[src/source/bridge_pkg.sv]
// bridge shared definitions
// byte and frame types, board timing constants,
// counter widths and the uart state encoding
`default_nettype none

package bridge_pkg;

  ////////////////////////////////////////
  // data types
  ////////////////////////////////////////

  // one uart character, spi address/data byte or reply byte
  typedef logic [7:0] byte_t;

  // whole spi frame as it sits in the shift register
  typedef logic [15:0] spi_word_t;

  // address leaves first, so it lives in the upper half
  typedef struct packed {
    byte_t addr;
    byte_t data;
  } spi_frame_t;

  ////////////////////////////////////////
  // board timing
  ////////////////////////////////////////

  // 62.5 MHz system clock over 20 gives 3.125 Mbaud
  localparam int CLKS_PER_BIT       = 20;
  // sck half period in system clocks
  localparam int SPI_HALF_CYCLES    = 2;
  // address byte plus data byte
  localparam int SPI_FRAME_BITS     = 16;
  // modulator reset tail after the command drops
  localparam int RESET_PULSE_CYCLES = 10;
  localparam int REPLY_DEPTH        = 4;

  // counter widths
  localparam int UART_CNT_W  = $clog2(CLKS_PER_BIT);
  localparam int SPI_HALF_W  = $clog2(SPI_HALF_CYCLES);
  localparam int SPI_BIT_W   = $clog2(SPI_FRAME_BITS);
  localparam int RESET_CNT_W = $clog2(RESET_PULSE_CYCLES + 1);
  localparam int REPLY_PTR_W = $clog2(REPLY_DEPTH);

  // shared by receiver and transmitter
  typedef enum logic [1:0] {
    UART_IDLE,
    UART_START,
    UART_DATA,
    UART_STOP
  } uart_state_e;

endpackage

`default_nettype wire

[src/source/cmd_assembler.sv]
// command assembler
// pairs host bytes into address/data frames, first byte is the address
// holds each frame valid until the spi engine takes it
`timescale 1ns/100ps
`default_nettype none

module cmd_assembler (
  input  wire                    fpga_clk,
  input  wire                    reset_all_cmd_w,
  input  wire                    rx_valid_i,
  input  wire bridge_pkg::byte_t rx_byte_i,
  input  wire                    frame_ready_i,
  output logic                   frame_valid_o,
  output bridge_pkg::spi_frame_t frame_o
);

  import bridge_pkg::*;

  // high while the first byte of a pair is held
  logic  odd_byte;
  byte_t first_byte;
  // frame slot empty, or emptied this cycle
  logic  slot_free;
  logic  pair_done;

  assign slot_free = !frame_valid_o || frame_ready_i;
  assign pair_done = rx_valid_i && odd_byte;

  always_ff @(posedge fpga_clk) begin
    if (reset_all_cmd_w) begin
      odd_byte      <= 1'b0;
      frame_valid_o <= 1'b0;
    end else begin
      if (rx_valid_i) begin
        odd_byte <= !odd_byte;
      end
      // pair arriving over a pending frame is lost
      if (pair_done && slot_free) begin
        frame_valid_o <= 1'b1;
      end else if (frame_ready_i) begin
        frame_valid_o <= 1'b0;
      end
    end
  end

  always_ff @(posedge fpga_clk) begin
    if (rx_valid_i && !odd_byte) begin
      first_byte <= rx_byte_i;
    end
    if (pair_done && slot_free) begin
      frame_o.addr <= first_byte;
      frame_o.data <= rx_byte_i;
    end
  end

endmodule

`default_nettype wire

[src/source/reply_queue.sv]
// reply FIFO between spi engine and uart transmitter
// REPLY_DEPTH entries, writes dropped when full
// pop in one cycle, launch the transmitter the next
`timescale 1ns/100ps
`default_nettype none

module reply_queue (
  input  wire                    fpga_clk,
  input  wire                    reset_all_cmd_w,
  input  wire                    reply_valid_i,
  input  wire bridge_pkg::byte_t reply_byte_i,
  input  wire                    tx_active_i,
  output logic                   tx_start_o,
  output bridge_pkg::byte_t      tx_byte_o
);

  import bridge_pkg::*;

  byte_t                  mem [REPLY_DEPTH];
  logic [REPLY_PTR_W-1:0] wr_ptr;
  logic [REPLY_PTR_W-1:0] rd_ptr;
  logic [REPLY_PTR_W:0]   count;
  logic                   full;
  logic                   empty;
  logic                   wr_en;
  logic                   pop;

  assign full  = (count == (REPLY_PTR_W + 1)'(REPLY_DEPTH));
  assign empty = (count == '0);
  assign wr_en = reply_valid_i && !full;
  // hold off while a launch is still in flight
  assign pop   = !empty && !tx_active_i && !tx_start_o;

  always_ff @(posedge fpga_clk) begin
    if (reset_all_cmd_w) begin
      wr_ptr     <= '0;
      rd_ptr     <= '0;
      count      <= '0;
      tx_start_o <= 1'b0;
    end else begin
      // launch step follows the pop step
      tx_start_o <= pop;
      if (wr_en) begin
        wr_ptr <= wr_ptr + 1'b1;
      end
      if (pop) begin
        rd_ptr <= rd_ptr + 1'b1;
      end
      case ({wr_en, pop})
        2'b10:   count <= count + 1'b1;
        2'b01:   count <= count - 1'b1;
        default: count <= count;
      endcase
    end
  end

  // storage and read data
  always_ff @(posedge fpga_clk) begin
    if (wr_en) begin
      mem[wr_ptr] <= reply_byte_i;
    end
    if (pop) begin
      tx_byte_o <= mem[rd_ptr];
    end
  end

endmodule

`default_nettype wire

[src/source/slm_reset_gen.sv]
// modulator reset stretcher
// active low reset while the command is high
// and for RESET_PULSE_CYCLES cycles after it drops
`timescale 1ns/100ps
`default_nettype none

module slm_reset_gen (
  input  wire  fpga_clk,
  input  wire  reset_all_cmd_w,
  output logic slm_reset_n_o
);

  import bridge_pkg::*;

  logic [RESET_CNT_W-1:0] rst_cnt;

  // reload while commanded, then count down to zero
  always_ff @(posedge fpga_clk) begin
    if (reset_all_cmd_w) begin
      rst_cnt <= RESET_CNT_W'(RESET_PULSE_CYCLES);
    end else if (rst_cnt != '0) begin
      rst_cnt <= rst_cnt - 1'b1;
    end
  end

  assign slm_reset_n_o = !(reset_all_cmd_w || (rst_cnt != '0));

endmodule

`default_nettype wire

[src/source/spi_bridge_top.sv]
// command bridge top level
// uart bytes in, paired into spi writes to the modulator,
// spi reply bytes queued and echoed back over uart
`timescale 1ns/100ps
`default_nettype none

module spi_bridge_top (
  input  wire  fpga_clk,
  input  wire  reset_all_cmd_w,
  input  wire  uart_rx_i,
  input  wire  spi_miso_i,
  output logic uart_tx_o,
  output logic spi_cs_n_o,
  output logic spi_sck_o,
  output logic spi_mosi_o,
  output logic slm_reset_n_o
);

  import bridge_pkg::*;

  ////////////////////////////////////////
  // host to spi
  ////////////////////////////////////////
  logic       rx_valid;
  byte_t      rx_byte;
  logic       frame_valid;
  logic       frame_ready;
  spi_frame_t frame;

  uart_rx u_uart_rx (
    .fpga_clk        (fpga_clk),
    .reset_all_cmd_w (reset_all_cmd_w),
    .rx_serial_i     (uart_rx_i),
    .rx_valid_o      (rx_valid),
    .rx_byte_o       (rx_byte)
  );

  cmd_assembler u_cmd_assembler (
    .fpga_clk        (fpga_clk),
    .reset_all_cmd_w (reset_all_cmd_w),
    .rx_valid_i      (rx_valid),
    .rx_byte_i       (rx_byte),
    .frame_ready_i   (frame_ready),
    .frame_valid_o   (frame_valid),
    .frame_o         (frame)
  );

  ////////////////////////////////////////
  // spi replies back to host
  ////////////////////////////////////////
  logic  reply_valid;
  byte_t reply_byte;
  logic  tx_start;
  byte_t tx_byte;
  logic  tx_active;

  spi_master u_spi_master (
    .fpga_clk        (fpga_clk),
    .reset_all_cmd_w (reset_all_cmd_w),
    .frame_valid_i   (frame_valid),
    .frame_i         (frame),
    .spi_miso_i      (spi_miso_i),
    .frame_ready_o   (frame_ready),
    .spi_cs_n_o      (spi_cs_n_o),
    .spi_sck_o       (spi_sck_o),
    .spi_mosi_o      (spi_mosi_o),
    .reply_valid_o   (reply_valid),
    .reply_byte_o    (reply_byte)
  );

  reply_queue u_reply_queue (
    .fpga_clk        (fpga_clk),
    .reset_all_cmd_w (reset_all_cmd_w),
    .reply_valid_i   (reply_valid),
    .reply_byte_i    (reply_byte),
    .tx_active_i     (tx_active),
    .tx_start_o      (tx_start),
    .tx_byte_o       (tx_byte)
  );

  uart_tx u_uart_tx (
    .fpga_clk        (fpga_clk),
    .reset_all_cmd_w (reset_all_cmd_w),
    .tx_start_i      (tx_start),
    .tx_byte_i       (tx_byte),
    .tx_active_o     (tx_active),
    .tx_serial_o     (uart_tx_o)
  );

  // modulator reset, active low
  slm_reset_gen u_slm_reset_gen (
    .fpga_clk        (fpga_clk),
    .reset_all_cmd_w (reset_all_cmd_w),
    .slm_reset_n_o   (slm_reset_n_o)
  );

endmodule

`default_nettype wire

[src/source/spi_master.sv]
// spi write engine, mode 0
// one 16-bit frame per accepted request, address byte first, msb first
// miso shifts into the same register, low byte comes back as the reply
// cs low spans SPI_FRAME_BITS*2*SPI_HALF_CYCLES plus one half period tail
`timescale 1ns/100ps
`default_nettype none

module spi_master (
  input  wire                        fpga_clk,
  input  wire                        reset_all_cmd_w,
  input  wire                        frame_valid_i,
  input  wire bridge_pkg::spi_frame_t frame_i,
  input  wire                        spi_miso_i,
  output logic                       frame_ready_o,
  output logic                       spi_cs_n_o,
  output logic                       spi_sck_o,
  output logic                       spi_mosi_o,
  output logic                       reply_valid_o,
  output bridge_pkg::byte_t          reply_byte_o
);

  import bridge_pkg::*;

  logic                  busy;
  // half period after the last falling edge
  logic                  tail;
  // cs already high, reply strobe pending
  logic                  finish;
  logic [SPI_HALF_W-1:0] half_cnt;
  logic [SPI_BIT_W-1:0]  bit_cnt;
  spi_word_t             shift_q;
  logic                  accept;
  logic                  half_done;
  logic                  shifting;
  logic                  sck_rise;

  assign frame_ready_o = !busy;
  assign accept        = frame_valid_i && !busy;
  assign half_done     = (half_cnt == SPI_HALF_W'(SPI_HALF_CYCLES - 1));
  assign shifting      = busy && !tail && !finish;
  assign sck_rise      = shifting && half_done && !spi_sck_o;
  // last eight miso samples
  assign reply_byte_o  = shift_q[7:0];

  ////////////////////////////////////////
  // frame sequencing
  ////////////////////////////////////////
  always_ff @(posedge fpga_clk) begin
    if (reset_all_cmd_w) begin
      busy          <= 1'b0;
      tail          <= 1'b0;
      finish        <= 1'b0;
      half_cnt      <= '0;
      bit_cnt       <= '0;
      spi_cs_n_o    <= 1'b1;
      spi_sck_o     <= 1'b0;
      spi_mosi_o    <= 1'b0;
      reply_valid_o <= 1'b0;
    end else begin
      reply_valid_o <= 1'b0;
      if (accept) begin
        // cs drops with the first data bit already on mosi
        busy       <= 1'b1;
        half_cnt   <= '0;
        bit_cnt    <= '0;
        spi_cs_n_o <= 1'b0;
        spi_sck_o  <= 1'b0;
        spi_mosi_o <= frame_i.addr[7];
      end else if (finish) begin
        finish        <= 1'b0;
        busy          <= 1'b0;
        reply_valid_o <= 1'b1;
      end else if (busy) begin
        if (!half_done) begin
          half_cnt <= half_cnt + 1'b1;
        end else begin
          half_cnt <= '0;
          if (tail) begin
            tail       <= 1'b0;
            finish     <= 1'b1;
            spi_cs_n_o <= 1'b1;
            spi_mosi_o <= 1'b0;
          end else if (!spi_sck_o) begin
            // rising edge, slave data sampled below
            spi_sck_o <= 1'b1;
          end else begin
            spi_sck_o <= 1'b0;
            if (bit_cnt == SPI_BIT_W'(SPI_FRAME_BITS - 1)) begin
              tail <= 1'b1;
            end else begin
              // next bit goes out at the falling edge
              bit_cnt    <= bit_cnt + 1'b1;
              spi_mosi_o <= shift_q[15];
            end
          end
        end
      end
    end
  end

  // mosi from the top, miso in at the bottom
  always_ff @(posedge fpga_clk) begin
    if (accept) begin
      shift_q <= frame_i;
    end else if (sck_rise) begin
      shift_q <= {shift_q[14:0], spi_miso_i};
    end
  end

endmodule

`default_nettype wire

[src/source/uart_rx.sv]
// uart receiver
// 8N1, oversampled at CLKS_PER_BIT clocks per bit
// one rx_valid strobe per character, in the middle of the stop bit
`timescale 1ns/100ps
`default_nettype none

module uart_rx (
  input  wire                 fpga_clk,
  input  wire                 reset_all_cmd_w,
  input  wire                 rx_serial_i,
  output logic                rx_valid_o,
  output bridge_pkg::byte_t   rx_byte_o
);

  import bridge_pkg::*;

  // two flops for metastability, third one for edge detect
  logic                  rx_meta;
  logic                  rx_sync;
  logic                  rx_prev;
  uart_state_e           state;
  logic [UART_CNT_W-1:0] clk_cnt;
  logic [2:0]            bit_idx;
  byte_t                 rx_shift;
  logic                  cnt_done;
  logic                  mid_start;

  // full bit period elapsed
  assign cnt_done  = (clk_cnt == UART_CNT_W'(CLKS_PER_BIT - 1));
  // halfway through the start bit
  assign mid_start = (clk_cnt == UART_CNT_W'((CLKS_PER_BIT - 1) / 2));

  ////////////////////////////////////////
  // line synchronizer
  ////////////////////////////////////////
  always_ff @(posedge fpga_clk) begin
    if (reset_all_cmd_w) begin
      // idle line is high
      rx_meta <= 1'b1;
      rx_sync <= 1'b1;
      rx_prev <= 1'b1;
    end else begin
      rx_meta <= rx_serial_i;
      rx_sync <= rx_meta;
      rx_prev <= rx_sync;
    end
  end

  ////////////////////////////////////////
  // bit FSM
  ////////////////////////////////////////
  always_ff @(posedge fpga_clk) begin
    if (reset_all_cmd_w) begin
      state      <= UART_IDLE;
      clk_cnt    <= '0;
      bit_idx    <= '0;
      rx_valid_o <= 1'b0;
    end else begin
      rx_valid_o <= 1'b0;
      case (state)
        UART_IDLE: begin
          clk_cnt <= '0;
          bit_idx <= '0;
          // falling edge marks a start bit
          if (rx_prev && !rx_sync) begin
            state <= UART_START;
          end
        end
        UART_START: begin
          if (mid_start) begin
            clk_cnt <= '0;
            // glitch, line back high at mid start
            state   <= rx_sync ? UART_IDLE : UART_DATA;
          end else begin
            clk_cnt <= clk_cnt + 1'b1;
          end
        end
        UART_DATA: begin
          if (cnt_done) begin
            clk_cnt <= '0;
            bit_idx <= bit_idx + 1'b1;
            if (bit_idx == 3'd7) begin
              state <= UART_STOP;
            end
          end else begin
            clk_cnt <= clk_cnt + 1'b1;
          end
        end
        UART_STOP: begin
          if (cnt_done) begin
            clk_cnt    <= '0;
            state      <= UART_IDLE;
            // drop characters with a bad stop bit
            rx_valid_o <= rx_sync;
          end else begin
            clk_cnt <= clk_cnt + 1'b1;
          end
        end
        default: state <= UART_IDLE;
      endcase
    end
  end

  // lsb arrives first, shift in from the top
  always_ff @(posedge fpga_clk) begin
    if (state == UART_DATA && cnt_done) begin
      rx_shift <= {rx_sync, rx_shift[7:1]};
    end
    // output byte holds until the next good character
    if (state == UART_STOP && cnt_done && rx_sync) begin
      rx_byte_o <= rx_shift;
    end
  end

endmodule

`default_nettype wire

[src/source/uart_tx.sv]
// uart transmitter
// 8N1 at CLKS_PER_BIT clocks per bit
// start strobe latches a byte, tx_active covers start to stop bit
`timescale 1ns/100ps
`default_nettype none

module uart_tx (
  input  wire                 fpga_clk,
  input  wire                 reset_all_cmd_w,
  input  wire                 tx_start_i,
  input  wire bridge_pkg::byte_t tx_byte_i,
  output logic                tx_active_o,
  output logic                tx_serial_o
);

  import bridge_pkg::*;

  uart_state_e           state;
  logic [UART_CNT_W-1:0] clk_cnt;
  logic [2:0]            bit_idx;
  byte_t                 tx_data;
  logic                  cnt_done;

  assign cnt_done = (clk_cnt == UART_CNT_W'(CLKS_PER_BIT - 1));

  // byte is captured only when a character starts
  always_ff @(posedge fpga_clk) begin
    if (state == UART_IDLE && tx_start_i) begin
      tx_data <= tx_byte_i;
    end
  end

  always_ff @(posedge fpga_clk) begin
    if (reset_all_cmd_w) begin
      state       <= UART_IDLE;
      clk_cnt     <= '0;
      bit_idx     <= '0;
      tx_active_o <= 1'b0;
      tx_serial_o <= 1'b1;
    end else begin
      case (state)
        UART_IDLE: begin
          // line parks high
          tx_serial_o <= 1'b1;
          clk_cnt     <= '0;
          bit_idx     <= '0;
          if (tx_start_i) begin
            tx_active_o <= 1'b1;
            tx_serial_o <= 1'b0;
            state       <= UART_START;
          end
        end
        UART_START: begin
          if (cnt_done) begin
            clk_cnt     <= '0;
            tx_serial_o <= tx_data[0];
            state       <= UART_DATA;
          end else begin
            clk_cnt <= clk_cnt + 1'b1;
          end
        end
        UART_DATA: begin
          if (cnt_done) begin
            clk_cnt <= '0;
            if (bit_idx == 3'd7) begin
              // stop bit
              tx_serial_o <= 1'b1;
              state       <= UART_STOP;
            end else begin
              bit_idx     <= bit_idx + 1'b1;
              tx_serial_o <= tx_data[bit_idx + 3'd1];
            end
          end else begin
            clk_cnt <= clk_cnt + 1'b1;
          end
        end
        UART_STOP: begin
          if (cnt_done) begin
            clk_cnt     <= '0;
            tx_active_o <= 1'b0;
            state       <= UART_IDLE;
          end else begin
            clk_cnt <= clk_cnt + 1'b1;
          end
        end
        default: state <= UART_IDLE;
      endcase
    end
  end

endmodule

`default_nettype wire

[config.mk]
export PLATFORM = sky130hd
export DESIGN_NAME = spi_bridge_top
export DESIGN_NICKNAME = d
export VERILOG_FILES = /design/src/source/bridge_pkg.sv /design/src/source/cmd_assembler.sv /design/src/source/reply_queue.sv /design/src/source/slm_reset_gen.sv /design/src/source/spi_bridge_top.sv /design/src/source/spi_master.sv /design/src/source/uart_rx.sv /design/src/source/uart_tx.sv
export SDC_FILE = /design/constraint.sdc
export NUM_CORES = 1
export LEC_CHECK = 0
export BUFFER_PORTS_ARGS = -buffer_cell sky130_fd_sc_hd__buf_2
export CAP_MARGIN = 20
export CORE_MARGIN = 4
export CORE_UTILIZATION = 60
export CTS_CLUSTER_DIAMETER = 200
export DETAILED_ROUTE_END_ITERATION = 16
export GPL_TIMING_DRIVEN = 0
export PLACE_DENSITY = 0.77
export SLEW_MARGIN = 20
export SYNTH_ARGS = -nofsm -noshare
export SYNTH_HDL_FRONTEND = slang
export SYNTH_HIERARCHICAL = 1
export SYNTH_SLANG_ARGS = --single-unit
[constraint.sdc]
create_clock -name fpga_clk -period 3 [get_ports fpga_clk]
set_clock_uncertainty 0.05 [all_clocks]
set_input_delay 0 -clock fpga_clk [delete_from_list [all_inputs] [get_ports fpga_clk]]
set_output_delay 0 -clock fpga_clk [all_outputs]
set_load 0.05 [all_outputs]
Yosys cells after proc, flatten, opt, wreduce, memory -nomap -nowiden. Memories as Yosys holds them, arrays and structs flattened. A register that Yosys moved wholly into a read port is not among the register bits. Index checks and enable logic that the tools add are counted.

Mux-type cells: 64. $lt $le $gt $ge: 1. $add $sub $neg: 11. Equal/unequal tests: 29. Reductions and logical operators: 61. Bitwise operators: 6.

Operator list (number): $mux W1 (35); $mux W16 (2); $mux W2 (11); $ne A2 B1 Y1 const B (9); $pmux W3 S2 (3); $reduce_bool A2 Y1 (9); $logic_and A1 B1 Y1 (16); $pmux W2 S4 (2); $mux W5 (3); $pmux W5 S3 (1); $reduce_and A5 Y1 (3); $logic_not A1 Y1 (12); $reduce_and A4 Y1 (3); $add A5 B1 Y5 const B (2); $eq A2 B2 Y1 const B (5); $eq A5 B5 Y1 const B (2); $pmux W5 S2 (1); $add A3 B1 Y3 const B (3); $eq A3 B3 Y1 const B (3); $mux W3 (3); $reduce_and A3 Y1 (3); $ne A2 B2 Y1 const B (4); $eq A2 B1 Y1 const B (3); $not A1 Y1 (6); 21 further kinds (28).

Memory bits (writable): 32. Bits in registers: 116. Output and inout port bits: 5. Logic and storage cells: 208. Input port bits: 4. Memories kept: 1.

Memory list: u_reply_queue.mem (words 4, bits a word 8, rd ports 1, clocked after Yosys merged registers in 1, wr ports 1, line reply_queue.sv:19) `byte_t mem [REPLY_DEPTH];`.

Depth between registers and ports, before layout.
Depth after elaboration: 8. Gate-level depth with buffers: 9. Depth with buffers taken out: 9.

Hierarchy. Netlist, hierarchy kept.

Modules (own cells, without submodules): reply_queue (area each 1874.3 um^2, cells an instance 102, times used 1, seq. area each 1361.3 um^2); spi_master (area each 1346.3 um^2, cells an instance 140, times used 1, seq. area each 720.7 um^2); uart_rx (area each 1116.1 um^2, cells an instance 82, times used 1, seq. area each 760.7 um^2); uart_tx (area each 933.4 um^2, cells an instance 86, times used 1, seq. area each 480.5 um^2); cmd_assembler (area each 803.3 um^2, cells an instance 33, times used 1, seq. area each 760.7 um^2); slm_reset_gen (area each 202.7 um^2, cells an instance 22, times used 1, seq. area each 80.1 um^2).

Worst setup path before layout. OpenSTA, ideal clock, no wires.

Path kind: register to register. Start point: register u_reply_queue.count[2]. End point: register u_reply_queue.count[2]. Path slack: 0.446 ns. Stages on the path, launching flop included: 9. Path buffers: 0. Period minus slack after synthesis: 2.554 ns. Data arrival time: 2.434 ns. Path through: dfxtp_1 -> nor3_2 -> nor3_1 -> ha_1 -> inv_1 -> fa_1 -> xor2_1 -> or3_1 -> a21oi_1.

Longest elaborated chain between the ends: 6. Elaborated cells on any way between the ends: 13. Those cells by class: add/sub (2); eq/ne (3); mux (1); reduce/logical (7).

Ends and longest elaborated chain: start, declared (line reply_queue.sv:22) `logic [REPLY_PTR_W:0] count;`; start signal, assigned (line reply_queue.sv:50) `2'b10: count <= count + 1'b1;`; start signal, assigned (line reply_queue.sv:51) `2'b01: count <= count - 1'b1;`; start signal, assigned (line reply_queue.sv:52) `default: count <= count;`; $logic_not A3 Y1 (*) (line reply_queue.sv:29) `assign empty = (count == '0);`; $logic_not A1 Y1 (*) (line reply_queue.sv:32) `assign pop = !empty && !tx_active_i && !tx_start_o;`; $logic_and A1 B1 Y1 (*) (2 in series) (line reply_queue.sv:32); via u_reply_queue.pop (line reply_queue.sv:26) `logic pop;`; $eq A2 B1 Y1 / $eq A2 B2 Y1 (equally long branches) (line reply_queue.sv:49) `case ({wr_en, pop})`; $pmux W3 S2 / $reduce_bool A2 Y1 (equally long branches).

The timed path passes the listed nets; every way through them passes the cells marked *. A chain may end at the register's enable or synchronous reset.

Worst setup path in the final report. Ends and elaborated chain as after synthesis.

==> flow_summary.yaml <==
global_routing:
  grt_overflow: 0
  antenna_found_initial: 0
  grt_usage_pct: 19.4
  grt_pass1_wl_um: 17500
  grt_max_degree: 19
  grt_pass1_vias: 3677
die:
  start_util_pct: 61.1
  rows: 37
  fp.dieW_um: 110
  boundaryPins: 9
  die_area_mm2: 0.0122
  coreArea_mm2: 0.0103
  die_y_um: 110
routing:
  wl_met3_um: 421
  postRouteAntennaNets: 0
  route.met2.wl_um: 5220
  drt-met1-wl_um: 4400
  routedWlPerCell_um: 15.8
  drc: 0
  vias: 3577
  drt_iter0_drc: 233
  drt-total-wl_um: 10200
  dr.pass1.iters: 4
  top_layer: "met4"
  via_per_inst: 5.54
power_and_ir_drop:
  intPower_mw: 3.84
  swShare_pct: 21.9
  pwr-share-comb_pct: 6.7
  p_leak_nw: 2.53
  seq_power_share_pct: 48.6
  clockPowerShare_pct: 44.7
  ir_drop_mv: 0.829
  powerDensity_mw_per_mm2: 688
  switching_power_mw: 1.08
setup_path:
  cpMaxStageDelayCell: "nor3_1"
  crit_chain: "nor3_2 > nor3_1 > ha_1 > inv_1 > fa_1 > xor2_1 > or3_1 > a21oi_1"
  critPathLaunchType: "flip-flop"
  critical_path_buf_inv_count: 1
  crit_path_max_incr_delay_ns: 0.43
  rrSetupSlack_ns: 0.60
  required_ns: 3.41
  timing.rr.start: "u_reply_queue/count[2]"
  critPathTopFamily: "simple AND/OR/NAND/NOR gates"
  reg2reg_depth: 8
  path_class: "reg2reg"
  rr_endpoint: "u_reply_queue/count[2]"
  cp-end-kind: "flip-flop"
  cp_max_fo: 5
  critPathArrivalTime_ns: 2.81
place:
  hpwlAfterDp_um: 6660
  place_area_mm2: 0.00649
  gp_congestion: 0.801
  dp_slack_ns: 0.604
  placed_cells: 610
  port_buffers: 8
synth:
  synth_common_cells: "104 x edfxtp_1, 59 x nand2_1, 52 x dfxtp_1, 24 x nor2_1"
  synth-seq-cells: 156
  ys.flop_type: "edfxtp_1"
  synth_area_mm2: 0.00628
  ys_warn_count: 6
  synthArstFlopShare_pct: 0
  yosysTopAreaCell: "edfxtp_1"
  synth_area_leaders: "edfxtp_1 50%, dfxtp_1 17%, ha_1 3.8%, nand2_1 3.5%, mux4_2 3.2%"
  ys_seq_area_share_pct: 66.3
  yosys.cell_types.count: 56
  avgSynthCellArea_um2: 13.5
  synthMostInstantiatedCell: "edfxtp_1"
  synth_edf_count: 104
  syn_nets: 489
  syn_inst: 465
  synth_top_cell_area_share_pct: 49.8
worst_hold_path:
  min_to: "u_spi_master/shift_q[0]"
  whs_path_depth: 4
  holdCritPathClass: "in2reg"
  min-delay-start: "spi_miso_i"
clocking:
  post_cts_buffers: 0
  cts_root_buf: "clkbuf_8"
  cts_buffers: 17
  h-tree-depth: 4
  cts.path.max_buffers: 2
  cts_sinks: 156
  tritoncts: "yes"
  clk_pin_slew_ns: 0.07
  clk_latency_ns: 0.53
sta:
  setup_tns_ns: 0
  worstMarginPinSlew_ns: 0.966
  finalCritPeriodShare_pct: 80.1
  slew_viol_final: 0
  setup_viol: 0
  fin_crit_ns: 2.40
  max_slew_margin_pct: 35.1
  finalHoldViolCount: 0
  rsz0062_at_grt: "no"
  finalWorstSetupSlack_ns: 0.597
  max_freq_mhz: 416
final_layout:
  area_delta_synth_final_pct: 13.9
  fin_util_pct: 69.6
  n_antenna_cell: 0
  final_cells: 646
  post-route-cell-area_mm2: 0.00715
  layout-drive-gt1-share_pct: 15.3
  fin_nets: 521
outcome:
  status: "finished, final reports clean"
job:
  cap_violations: 0
==> sequential cells by signal, summed over array words and instances, names as in the netlist, 3 cells and up, named ones only <==
| register | cells |
|---|---|
| u_spi_master/shift_q | 16 |
| u_uart_tx/bit_idx | 3 |
| u_uart_rx/rx_shift | 8 |
| u_uart_rx/clk_cnt | 5 |
| u_uart_rx/rx_byte_o | 8 |
| u_uart_tx/tx_data | 8 |
| u_uart_rx/bit_idx | 3 |
| u_cmd_assembler/frame_o | 16 |
| u_slm_reset_gen/rst_cnt | 4 |
| u_reply_queue/mem | 32 |
| u_reply_queue/tx_byte_o | 8 |
| u_spi_master/bit_cnt | 4 |
| u_uart_tx/clk_cnt | 5 |
| u_reply_queue/count | 3 |
| u_cmd_assembler/first_byte | 8 |
==> worst register-to-register path: cells and delay by family (launching register included) <==
family / cells / cell delay, ns
and+or+nand+nor: 3 / 0.84
AOI/OAI and AO/OA: 1 / 0.14
DFF: 1 / 0.42
buffers and inverters: 1 / 0.07
xor gates and xnor gates: 1 / 0.16
adders and majority gates: 2 / 0.67
==> power groups by stage <==
stage / Clock [mW] / Combinational (mW) / Sequential, mW
detailed placement: 0 / 0.323 / 2.44
finish: 2.20 / 0.328 / 2.39
global placement: 0 / 0.305 / 2.43
CTS: 2.25 / 0.331 / 2.39
global route: 2.35 / 0.365 / 2.40
floorplan: 0 / 0.238 / 2.44
==> cells by family after synthesis <==
| group | after synthesis | share of synthesized area (%) |
|---|---|---|
| multiplexers | 20 | 5.02 |
| XOR/XNOR | 11 | 1.54 |
| AND/OR/NAND/NOR | 179 | 15.5 |
| adder cells (fa/ha/maj) | 20 | 4.11 |
| flip-flops | 156 | 66.3 |
| AO/OA/AOI/OAI | 40 | 4.47 |
| buffers and inverters | 39 | 3.05 |
==> timing repair <==
item | CTS | global route
hold buffers | 4 | 0
gates resized for setup | 0 | 0
hold endpoints to repair | 12 | 0
==> layout make-up <==
type                       instances  area, µm²
clock buffer                      19        422
timing repair buffer              13       85.1
buffer                            22        128
fill                             708       3130
inverter                          17       63.8
clock inverter                    13        194
sequential                       156       4160
multi-input combinational        270       1920
tap                              136        170
==> placed cells by master, fill, tap and decap left out, types with 9 or more instances in the layout <==
cell       netlist  final
nand2_1         59     59
ha_1            19     19
a21oi_1         19     19
clkbuf_16        0     16
buf_4           11     11
buf_2            3     12
edfxtp_1       104    104
clkbuf_1         7      9
inv_1           17     17
mux2i_1          9      9
nand2b_1         9      9
nor3_1          13     13
mux4_2           9      9
dfxtp_1         52     52
nor2_1          24     24
nand3_1         18     18
==> routing by layer <==
layer | vias to the layer above | GRT usage, %
li1 | 1745 | -
met1 | 1761 | 23.5
met2 | 58 | 32.1
met3 | 13 | 6.87
met4 | 0 | 7.39
met5 | - | 0
==> how the worst max path moves through the flow <==
stage	startpoint	endpoint	slack, ns	depth (start not counted)
floorplan	u_reply_queue/count[2]	u_reply_queue/count[2]	0.45	8
CTS	u_reply_queue/count[2]	u_reply_queue/count[2]	0.59	8
global placement	u_reply_queue/count[2]	u_reply_queue/count[2]	0.13	8
detailed placement	u_reply_queue/count[2]	u_reply_queue/count[2]	0.60	8
finish	u_reply_queue/count[2]	u_reply_queue/count[2]	0.60	8
global route	u_reply_queue/count[2]	u_reply_queue/count[2]	0.39	8
==> per-stage QoR <==
stage / hold WS [ns] / power, mW
final: 0.324 / 4.92
after global routing: 0.304 / 5.12
after CTS: 0.229 / 4.97
after detailed placement: 0.141 / 2.76
after global placement: 0.136 / 2.74
after floorplan: 0.0191 / 2.68
Power figures use the tool's default switching activity.
